[config.mk]
export PLATFORM = sky130hd
export DESIGN_NAME = mapper_top
export DESIGN_NICKNAME = d
export VERILOG_FILES = /design/src/hdl/mapper_pkg.sv /design/src/hdl/mapper_top.sv /design/src/hdl/ppu_map.sv /design/src/hdl/cpu_map.sv /design/src/hdl/bank_regs.sv
export SDC_FILE = /design/constraint.sdc
export NUM_CORES = 1
export LEC_CHECK = 0
export BUFFER_PORTS_ARGS = -buffer_cell sky130_fd_sc_hd__buf_4
export CAP_MARGIN = 15
export CELL_PAD_IN_SITES_DETAIL_PLACEMENT = 0
export CELL_PAD_IN_SITES_GLOBAL_PLACEMENT = 1
export CORE_MARGIN = 8
export CORE_UTILIZATION = 24
export DETAILED_ROUTE_END_ITERATION = 8
export GPL_TIMING_DRIVEN = 1
export PLACE_DENSITY_LB_ADDON = 0.1
export SLEW_MARGIN = 0
export SYNTH_ARGS = -nofsm -noshare
export SYNTH_HDL_FRONTEND = slang
export SYNTH_HIERARCHICAL = 1
export SYNTH_SLANG_ARGS = --single-unit
[constraint.sdc]
create_clock -name clk -period 1.91 [get_ports clk]
set_input_delay 0.191 -clock clk [delete_from_list [all_inputs] [get_ports clk]]
set_output_delay 0.191 -clock clk [all_outputs]
set_load 0.02 [all_outputs]
[src/hdl/mapper_pkg.sv]
// ------------------------------
// Cartridge mapper definitions
// Bus widths, mapper numbers, region prefixes
// ------------------------------
package mapper_pkg;

	// Bus widths
	localparam int CPU_ADDR_W = 16; // CPU address bus
	localparam int PPU_ADDR_W = 14; // PPU address bus
	localparam int ROM_ADDR_W = 22; // Cartridge memory space, 4 MB
	localparam int DATA_W     = 8;  // CPU data bus

	// iNES mapper numbers handled by this core
	typedef enum logic [7:0] {
		MAP_NROM     = 8'd0,  // No mapper chip
		MAP_CPROM    = 8'd13, // 4K CHR RAM switching
		MAP_UNROM512 = 8'd30, // 16K PRG, CHR RAM banks, 1-screen
		MAP_BXROM    = 8'd34, // 32K PRG, oversize 6-bit bank
		MAP_GXROM    = 8'd66  // 32K PRG plus 8K CHR
	} mapper_e;

	// Top fields of the cartridge memory map
	// 00 PRG ROM, 10 CHR ROM, 01 CPROM CHR RAM
	localparam logic [1:0] CHR_ROM_PREFIX = 2'b10; // CHR ROM region
	localparam logic [1:0] CPROM_PREFIX   = 2'b01; // CPROM CHR RAM region

	// UNROM512 CHR RAM sits at the very top of the space
	localparam logic [6:0] CHR_RAM_PREFIX = 7'b111_1111;

	// UNROM512 fixes the last 16K bank at $C000
	localparam logic [4:0] FIXED_BANK = 5'b1_1111;

endpackage
[src/hdl/mapper_top.sv]
// ------------------------------
// Discrete mapper top level
// Bank registers feeding CPU and PPU maps
// ------------------------------
`timescale 1ns/1ps

module mapper_top #(
	parameter int PRG_BANK_W = 6, // BxROM oversize needs 6
	parameter int CHR_BANK_W = 2  // CPROM, UNROM512, GxROM use 2
) (
	input  logic                              clk,
	input  logic                              rst,
	input  logic                              ce,          // M2 qualifier
	input  mapper_pkg::mapper_e               mapper,      // Steady between resets
	input  logic                              mirror_vert, // Header vertical mirroring
	input  logic                              chr_ram,     // CHR is RAM
	input  logic                              alt_nt,      // Header alternate nametables
	input  logic [mapper_pkg::CPU_ADDR_W-1:0] prg_ain,     // CPU address
	input  logic                              prg_write,   // CPU write cycle
	input  logic [mapper_pkg::DATA_W-1:0]     prg_din,     // CPU write data
	input  logic [mapper_pkg::PPU_ADDR_W-1:0] chr_ain,     // PPU address
	output logic [mapper_pkg::ROM_ADDR_W-1:0] prg_aout,    // PRG ROM address
	output logic                              prg_allow,   // PRG read enable
	output logic [mapper_pkg::ROM_ADDR_W-1:0] chr_aout,    // CHR address
	output logic                              chr_allow,   // CHR write enable
	output logic                              vram_ce,     // Internal VRAM select
	output logic                              vram_a10     // VRAM A10 line
);

	logic [PRG_BANK_W-1:0] prg_bank;  // Current PRG bank
	logic [CHR_BANK_W-1:0] chr_bank;  // Current CHR bank
	logic                  nametable; // 1-screen page

	bank_regs #(
		.PRG_BANK_W (PRG_BANK_W),
		.CHR_BANK_W (CHR_BANK_W)
	) regs0 (
		.clk       (clk),
		.rst       (rst),
		.ce        (ce),
		.prg_write (prg_write),
		.mapper    (mapper),
		.prg_ain   (prg_ain),
		.prg_din   (prg_din),
		.prg_bank  (prg_bank),
		.chr_bank  (chr_bank),
		.nametable (nametable)
	);

	// CPU side, combinational
	cpu_map #(
		.PRG_BANK_W (PRG_BANK_W)
	) cmap0 (
		.mapper    (mapper),
		.prg_ain   (prg_ain),
		.prg_write (prg_write),
		.prg_bank  (prg_bank),
		.prg_aout  (prg_aout),
		.prg_allow (prg_allow)
	);

	// PPU side, combinational
	ppu_map #(
		.CHR_BANK_W (CHR_BANK_W)
	) pmap0 (
		.mapper      (mapper),
		.chr_ain     (chr_ain),
		.mirror_vert (mirror_vert),
		.chr_ram     (chr_ram),
		.alt_nt      (alt_nt),
		.chr_bank    (chr_bank),
		.nametable   (nametable),
		.chr_aout    (chr_aout),
		.chr_allow   (chr_allow),
		.vram_ce     (vram_ce),
		.vram_a10    (vram_a10)
	);

endmodule

[src/hdl/ppu_map.sv]
// ------------------------------
// PPU side address map
// CHR address, CHR write allow and nametable routing
// ------------------------------
`timescale 1ns/1ps

module ppu_map #(
	parameter int CHR_BANK_W = 2 // CHR bank register width
) (
	input  mapper_pkg::mapper_e               mapper,      // Active mapper number
	input  logic [mapper_pkg::PPU_ADDR_W-1:0] chr_ain,     // PPU address
	input  logic                              mirror_vert, // Header vertical mirroring
	input  logic                              chr_ram,     // CHR is RAM
	input  logic                              alt_nt,      // Header alternate nametables
	input  logic [CHR_BANK_W-1:0]             chr_bank,    // From bank_regs
	input  logic                              nametable,   // 1-screen page
	output logic [mapper_pkg::ROM_ADDR_W-1:0] chr_aout,    // CHR address
	output logic                              chr_allow,   // CHR write enable
	output logic                              vram_ce,     // Route to internal VRAM
	output logic                              vram_a10     // VRAM A10 line
);

	localparam int AW = mapper_pkg::ROM_ADDR_W;
	// Region bases with the prefix in the top two bits
	localparam logic [AW-1:0] ROM_BASE = {mapper_pkg::CHR_ROM_PREFIX, {(AW-2){1'b0}}};
	localparam logic [AW-1:0] CPR_BASE = {mapper_pkg::CPROM_PREFIX, {(AW-2){1'b0}}};

	logic                  is_unrom;    // UNROM512 selected
	logic                  four_screen; // Cart holds all four nametables
	logic                  one_screen;  // Register picks the page
	logic [CHR_BANK_W-1:0] cp_bank;     // CPROM bank, upper 4K only
	logic [1:0]            ur_bank;     // UNROM512 8K page
	logic [6:0]            ur_top;      // UNROM512 region field

	assign is_unrom    = (mapper == mapper_pkg::MAP_UNROM512);
	assign four_screen = is_unrom && alt_nt && mirror_vert;
	assign one_screen  = is_unrom && alt_nt && !mirror_vert;

	assign chr_allow = chr_ram;
	assign vram_ce   = chr_ain[13] && !four_screen; // 4-screen uses CHR RAM

	// Lower 4K pinned to bank 0
	assign cp_bank = chr_ain[12] ? chr_bank : '0;
	// Nametables at $2000 land in last CHR RAM page
	assign ur_bank = (four_screen && chr_ain[13]) ? 2'b11 : 2'(chr_bank);
	assign ur_top  = chr_ram ? mapper_pkg::CHR_RAM_PREFIX : {mapper_pkg::CHR_ROM_PREFIX, 5'b0};

	always_comb begin
		case (mapper)
			mapper_pkg::MAP_CPROM: begin
				chr_aout = CPR_BASE | AW'({cp_bank, chr_ain[11:0]}); // 4K pages
			end
			mapper_pkg::MAP_GXROM: begin
				chr_aout = ROM_BASE | AW'({chr_bank, chr_ain[12:0]}); // 8K pages
			end
			mapper_pkg::MAP_UNROM512: begin
				chr_aout = AW'({ur_top, ur_bank, chr_ain[12:0]});
			end
			default: begin
				chr_aout = ROM_BASE | AW'(chr_ain[12:0]); // NROM, BxROM fixed 8K
			end
		endcase
	end

	always_comb begin
		if (one_screen)
			vram_a10 = nametable;   // Page from register
		else if (mirror_vert)
			vram_a10 = chr_ain[10]; // Vertical, also 4-screen
		else
			vram_a10 = chr_ain[11]; // Horizontal
	end

endmodule

[src/hdl/cpu_map.sv]
// ------------------------------
// CPU side address map
// CPU address to PRG ROM address and access allow
// ------------------------------
`timescale 1ns/1ps

module cpu_map #(
	parameter int PRG_BANK_W = 6 // PRG bank register width
) (
	input  mapper_pkg::mapper_e               mapper,    // Active mapper number
	input  logic [mapper_pkg::CPU_ADDR_W-1:0] prg_ain,   // CPU address
	input  logic                              prg_write, // CPU write cycle
	input  logic [PRG_BANK_W-1:0]             prg_bank,  // From bank_regs
	output logic [mapper_pkg::ROM_ADDR_W-1:0] prg_aout,  // PRG ROM address
	output logic                              prg_allow  // ROM read enable
);

	localparam int AW = mapper_pkg::ROM_ADDR_W;

	logic [4:0] bank16; // UNROM512 16K bank

	// ROM is read-only, writes only hit the registers
	assign prg_allow = prg_ain[15] && !prg_write;

	// $C000 fixed to last bank, $8000 switchable
	assign bank16 = prg_ain[14] ? mapper_pkg::FIXED_BANK : 5'(prg_bank);

	always_comb begin
		case (mapper)
			mapper_pkg::MAP_UNROM512: begin
				prg_aout = AW'({bank16, prg_ain[13:0]}); // 16K windows
			end
			mapper_pkg::MAP_BXROM,
			mapper_pkg::MAP_GXROM: begin
				prg_aout = AW'({prg_bank, prg_ain[14:0]}); // 32K windows
			end
			mapper_pkg::MAP_NROM,
			mapper_pkg::MAP_CPROM: begin
				prg_aout = AW'(prg_ain[14:0]); // Flat 32K
			end
			default: begin
				prg_aout = AW'(prg_ain[14:0]);
			end
		endcase
	end

endmodule

[src/hdl/bank_regs.sv]
// ------------------------------
// Mapper bank registers
// Latches PRG/CHR banks and 1-screen select on CPU writes
// ------------------------------
`timescale 1ns/1ps

module bank_regs #(
	parameter int PRG_BANK_W = 6, // PRG bank register width
	parameter int CHR_BANK_W = 2  // CHR bank register width
) (
	input  logic                                clk,
	input  logic                                rst,
	input  logic                                ce,        // M2 qualifier
	input  logic                                prg_write, // CPU write cycle
	input  mapper_pkg::mapper_e                 mapper,    // Active mapper number
	input  logic [mapper_pkg::CPU_ADDR_W-1:0]   prg_ain,   // CPU address
	input  logic [mapper_pkg::DATA_W-1:0]       prg_din,   // CPU write data
	output logic [PRG_BANK_W-1:0]               prg_bank,  // To cpu_map
	output logic [CHR_BANK_W-1:0]               chr_bank,  // To ppu_map
	output logic                                nametable  // 1-screen page select
);

	logic                  wr_stb;   // Register write this cycle
	logic [PRG_BANK_W-1:0] prg_nxt;
	logic [CHR_BANK_W-1:0] chr_nxt;
	logic                  nt_nxt;

	// Any write to $8000-$FFFF during M2
	assign wr_stb = ce && prg_write && prg_ain[15];

	// Data byte decode, fields not owned by the mapper hold
	always_comb begin
		prg_nxt = prg_bank;
		chr_nxt = chr_bank;
		nt_nxt  = nametable;
		case (mapper)
			mapper_pkg::MAP_CPROM: begin
				chr_nxt = CHR_BANK_W'(prg_din[1:0]); // 4K upper pattern page
			end
			mapper_pkg::MAP_UNROM512: begin
				prg_nxt = PRG_BANK_W'(prg_din[4:0]); // 16K bank, top bits cleared
				chr_nxt = CHR_BANK_W'(prg_din[6:5]); // 8K CHR RAM page
				nt_nxt  = prg_din[7];                // 1-screen page
			end
			mapper_pkg::MAP_BXROM: begin
				prg_nxt = PRG_BANK_W'(prg_din[5:0]); // Oversize form, 2 bits official
			end
			mapper_pkg::MAP_GXROM: begin
				prg_nxt = PRG_BANK_W'(prg_din[5:4]); // 32K bank in upper nibble
				chr_nxt = CHR_BANK_W'(prg_din[1:0]); // 8K CHR bank in lower nibble
			end
			default: begin
				// NROM has no registers, writes fall through
				prg_nxt = prg_bank;
			end
		endcase
	end

	always_ff @(posedge clk) begin
		if (rst) begin
			prg_bank  <= '0;
			chr_bank  <= '0;
			nametable <= 1'b0;
		end else if (wr_stb) begin
			prg_bank  <= prg_nxt; // Every strobe lands, no back-pressure
			chr_bank  <= chr_nxt;
			nametable <= nt_nxt;
		end
	end

endmodule

==> impl_results.md <==
- Initial DRC count: 72
- Die span in y: 85.18 um
- Yosys cell types: 50
- Buffers inserted by post-CTS timing repair: 0
- Leading post-synthesis cells by cell area: sky130_fd_sc_hd__buf_4 (22%), sky130_fd_sc_hd__dfxtp_1 (16%), sky130_fd_sc_hd__nand3_1 (5.2%)
- Max-cap violations: 0
- Total via count after detailed routing: around 1200
- Inst Count DP: 220
- Antenna violations before repair: 0
- Share of the clock period used by the worst path: 82.07%
- Total Die Area: 7256 um2
- Cells along the critical path: buf_4 -> or4_4 -> or4_4 -> nand2_1 -> a311oi_1
- Buffers added on ports: 51
- Io pins: 101
- Wire length reported by the detailed router: 3.847 mm
- CP bufs+invs: 1
- Core region area: 4661 um2
- Worst Skew: 0 ns
- Total power density per cell area: 404.2 nW/um2
- Number of rows created at floorplan: 25
- Netlist area before placement: 1149 um2
- Detail-routed via count per cell: 5.152
- Setup tns final: 0 ns
- Fin crit period: between 1.5 and 2 ns
- Top cell type's share of synthesized area: 22.22%
- Category of the worst setup path capture point: register
- Highest-count cells in the layout ignoring fill and taps: sky130_fd_sc_hd__buf_4 (53), sky130_fd_sc_hd__nand2_1 (16), sky130_fd_sc_hd__nand3_1 (12)
- Global placer's final weighted congestion: 0.7124
- Total nets after synthesis: 203
- Min-delay worst type: input port to register
- GRT Total Usage: 10.30%
- Post-detailed-route count of antenna-violating nets: 0
- Final Hold Viols: 0
- Number of setup violations in the final report: 0
- Final standard cell count with taps included and fillers excluded: between 200 and 250
- Clock slew seen by the registers of the worst setup and hold paths: 0.04 ns
- Sequential cell area: between 150 and 200 um2
- CP Data Required Time: 2.01 ns
- Overflow after GRT: 0
- Dominant cell type by area after synthesis: sky130_fd_sc_hd__buf_4
- Flip-flop and latch count after synthesis: 9
- Actual slew at the worst max-slew pin: 0.5280 ns
- Outcome: finished, final reports clean
- Crit path max fanout: 9
- Critical path data arrival time: 1.67 ns
- Critical path's most frequent cell: sky130_fd_sc_hd__or4_4
- Clock buffer depth: 2
- Post-CTS Resized: 0
- Count of antenna diodes in the layout: 0
- Fillers: ~520
- Number of buffers inserted for hold repair after clock tree synthesis: 0
- Clock tree from TritonCTS: built
- Type of origin of the critical path: input port
- Chip width: 85.18 um
- Syn-to-layout area delta: 21.13%
- Maximum number of pins on one net before global-route repair: 13
- Clock latency on the worst-skew pair: between 0.2 and 0.25 ns
- Most common cell after layout, fill and taps aside: sky130_fd_sc_hd__buf_4
- Rel. slew slack: about 64%
- Half-perimeter wire length of the detailed placement result: 3.279 mm
- Delay contributed by the slowest stage of the critical path: between 0.5 and 0.6 ns
- Leakage: 0.5605 nW
- R2R Setup Slk: between 0.9 and 1 ns
- Starting density of the core: 24.64%
- H-tree depth: 1
- Number of buffers created by CTS: 3
- Via count of the first global-routing pass: about 1100
- Number of max-slew violations in the final report: 0
- Buffer cell driving the clock tree root: sky130_fd_sc_hd__clkbuf_8
- Wirelength per Cell: 17.17 um
- Number of warnings printed during yosys synthesis: 6
- Unrepaired setup endpoints after global routing: no
- Global-route wire length before repair: 5.996 mm
- Cell with the largest stage delay on the worst path: sky130_fd_sc_hd__or4_4
- Final nets: 224
- Length of the first detailed-routing pass in iterations: 4
- Sinks on the clock net: 9
- Crit path max-delay family: simple AND/OR/NAND/NOR gates
- Total area of multi-input combinational cells: 689.4 um2
- Mean cell area of the mapped netlist: 7.657 um2
- Fraction of final layout cells with drive strength greater than 1: roughly two fifths
- Max IR drop VDD: ~0.16 mV
- Total placed instance area: 1346 um2
- Overall power consumption: 0.5624 mW
- Fraction of the yosys area taken by sequential cells: 15.69%
- Fmax: 637.9 MHz
- Slack of the critical path: 0.3424 ns
- Post-placement setup slack: around 0.11 ns
- Class of the most critical setup path: input port to register
- Count of unresolved DRC violations after routing: 0
- Syn Inst Count: 150
- Final non-filler cell area: 1391 um2
-- layout make-up --
type | instances | share of cell area (%)
Tap cell | 54 | 4.856
Multi-Input combinational cell | 101 | 49.55
Sequential cell | 9 | 12.95
Inverter | 3 | 0.8094
Timing Repair Buffer | 53 | 28.60
Clock buffer | 4 | 3.237
-- registers in the layout, indices dropped and copies added (netlist names) --
name	count
regs0/nametable	1
regs0/prg_bank	6
regs0/chr_bank	2
-- worst reg2reg max path, delay by kind of cell, from the launching register on --
kind               cells  cell delay (ns)
DFF                    1             0.33
AOI/OAI and AO/OA      2             0.45
-- metal layers --
layer | routed length, um | vias to the layer above | global-route usage, % | share of wire (%)
li1 | - | 564 | - | -
met1 | 1506 | 531 | 10.70 | 39
met2 | 1939 | 49 | 17.97 | 50
met3 | 338 | 10 | 4.151 | 8.8
met4 | 62 | 0 | 4.207 | 1.6
met5 | 0 | - | 0 | 0
-- cell usage after synthesis (all sizes together) --
cell type   n
nand4bb     1
o21a        2
o211ai      5
o221ai      1
a211oi      1
or3b        1
nor2b       2
or4         3
nand3      12
o21bai      1
or3         1
and3b       1
dfxtp       9
o22ai       3
buf        34
nor3        4
nand2      17
xor2        1
nor4        5
nand3b      1
nor4b       2
and4b       1
o21ai       7
o311ai      2
o2111ai     1
and2        2
clkbuf      3
xnor2       1
a311oi      2
nand2b      3
a41oi       1
inv         3
a31o        1
conb        1
o21ba       1
nor4bb      1
nor3b       2
a21oi       6
a31oi       2
and3        2
a21boi      1
-- per-stage QoR --
step	util, %	hold WS, ns
final	29.85	0.1919
after global placement	28.89	0.3821
after global routing	29.85	0.1900
after detailed placement	28.89	0.3821
after floorplan	-	0.3270
after CTS	29.85	0.1915
-- worst paths after layout --
check                         start                end  cells after the start
setup / recovery          mapper[4]  regs0/prg_bank[0]                      5
hold / removal                  rst    regs0/nametable                      2
setup reg to reg  regs0/chr_bank[0]  regs0/chr_bank[0]                      2
hold reg to reg   regs0/prg_bank[5]  regs0/prg_bank[5]                      2
-- cell families after synthesis --
group / Yosys count / share of synthesized area [%]
compound gates: 37 / 21.90
xor+xnor: 2 / 1.525
buf+inv: 40 / 24.29
flops: 9 / 15.69
other cells: 1 / 0.3265
simple gates: 61 / 36.28
-- where the power goes --
group          internal (mW)  switching [mW]  total (mW)
clock                  0.145          0.0722       0.217
sequential             0.189        0.000170       0.189
combinational         0.0745          0.0817       0.156
total                  0.408           0.154       0.562
(Power assumes the default switching activity.)
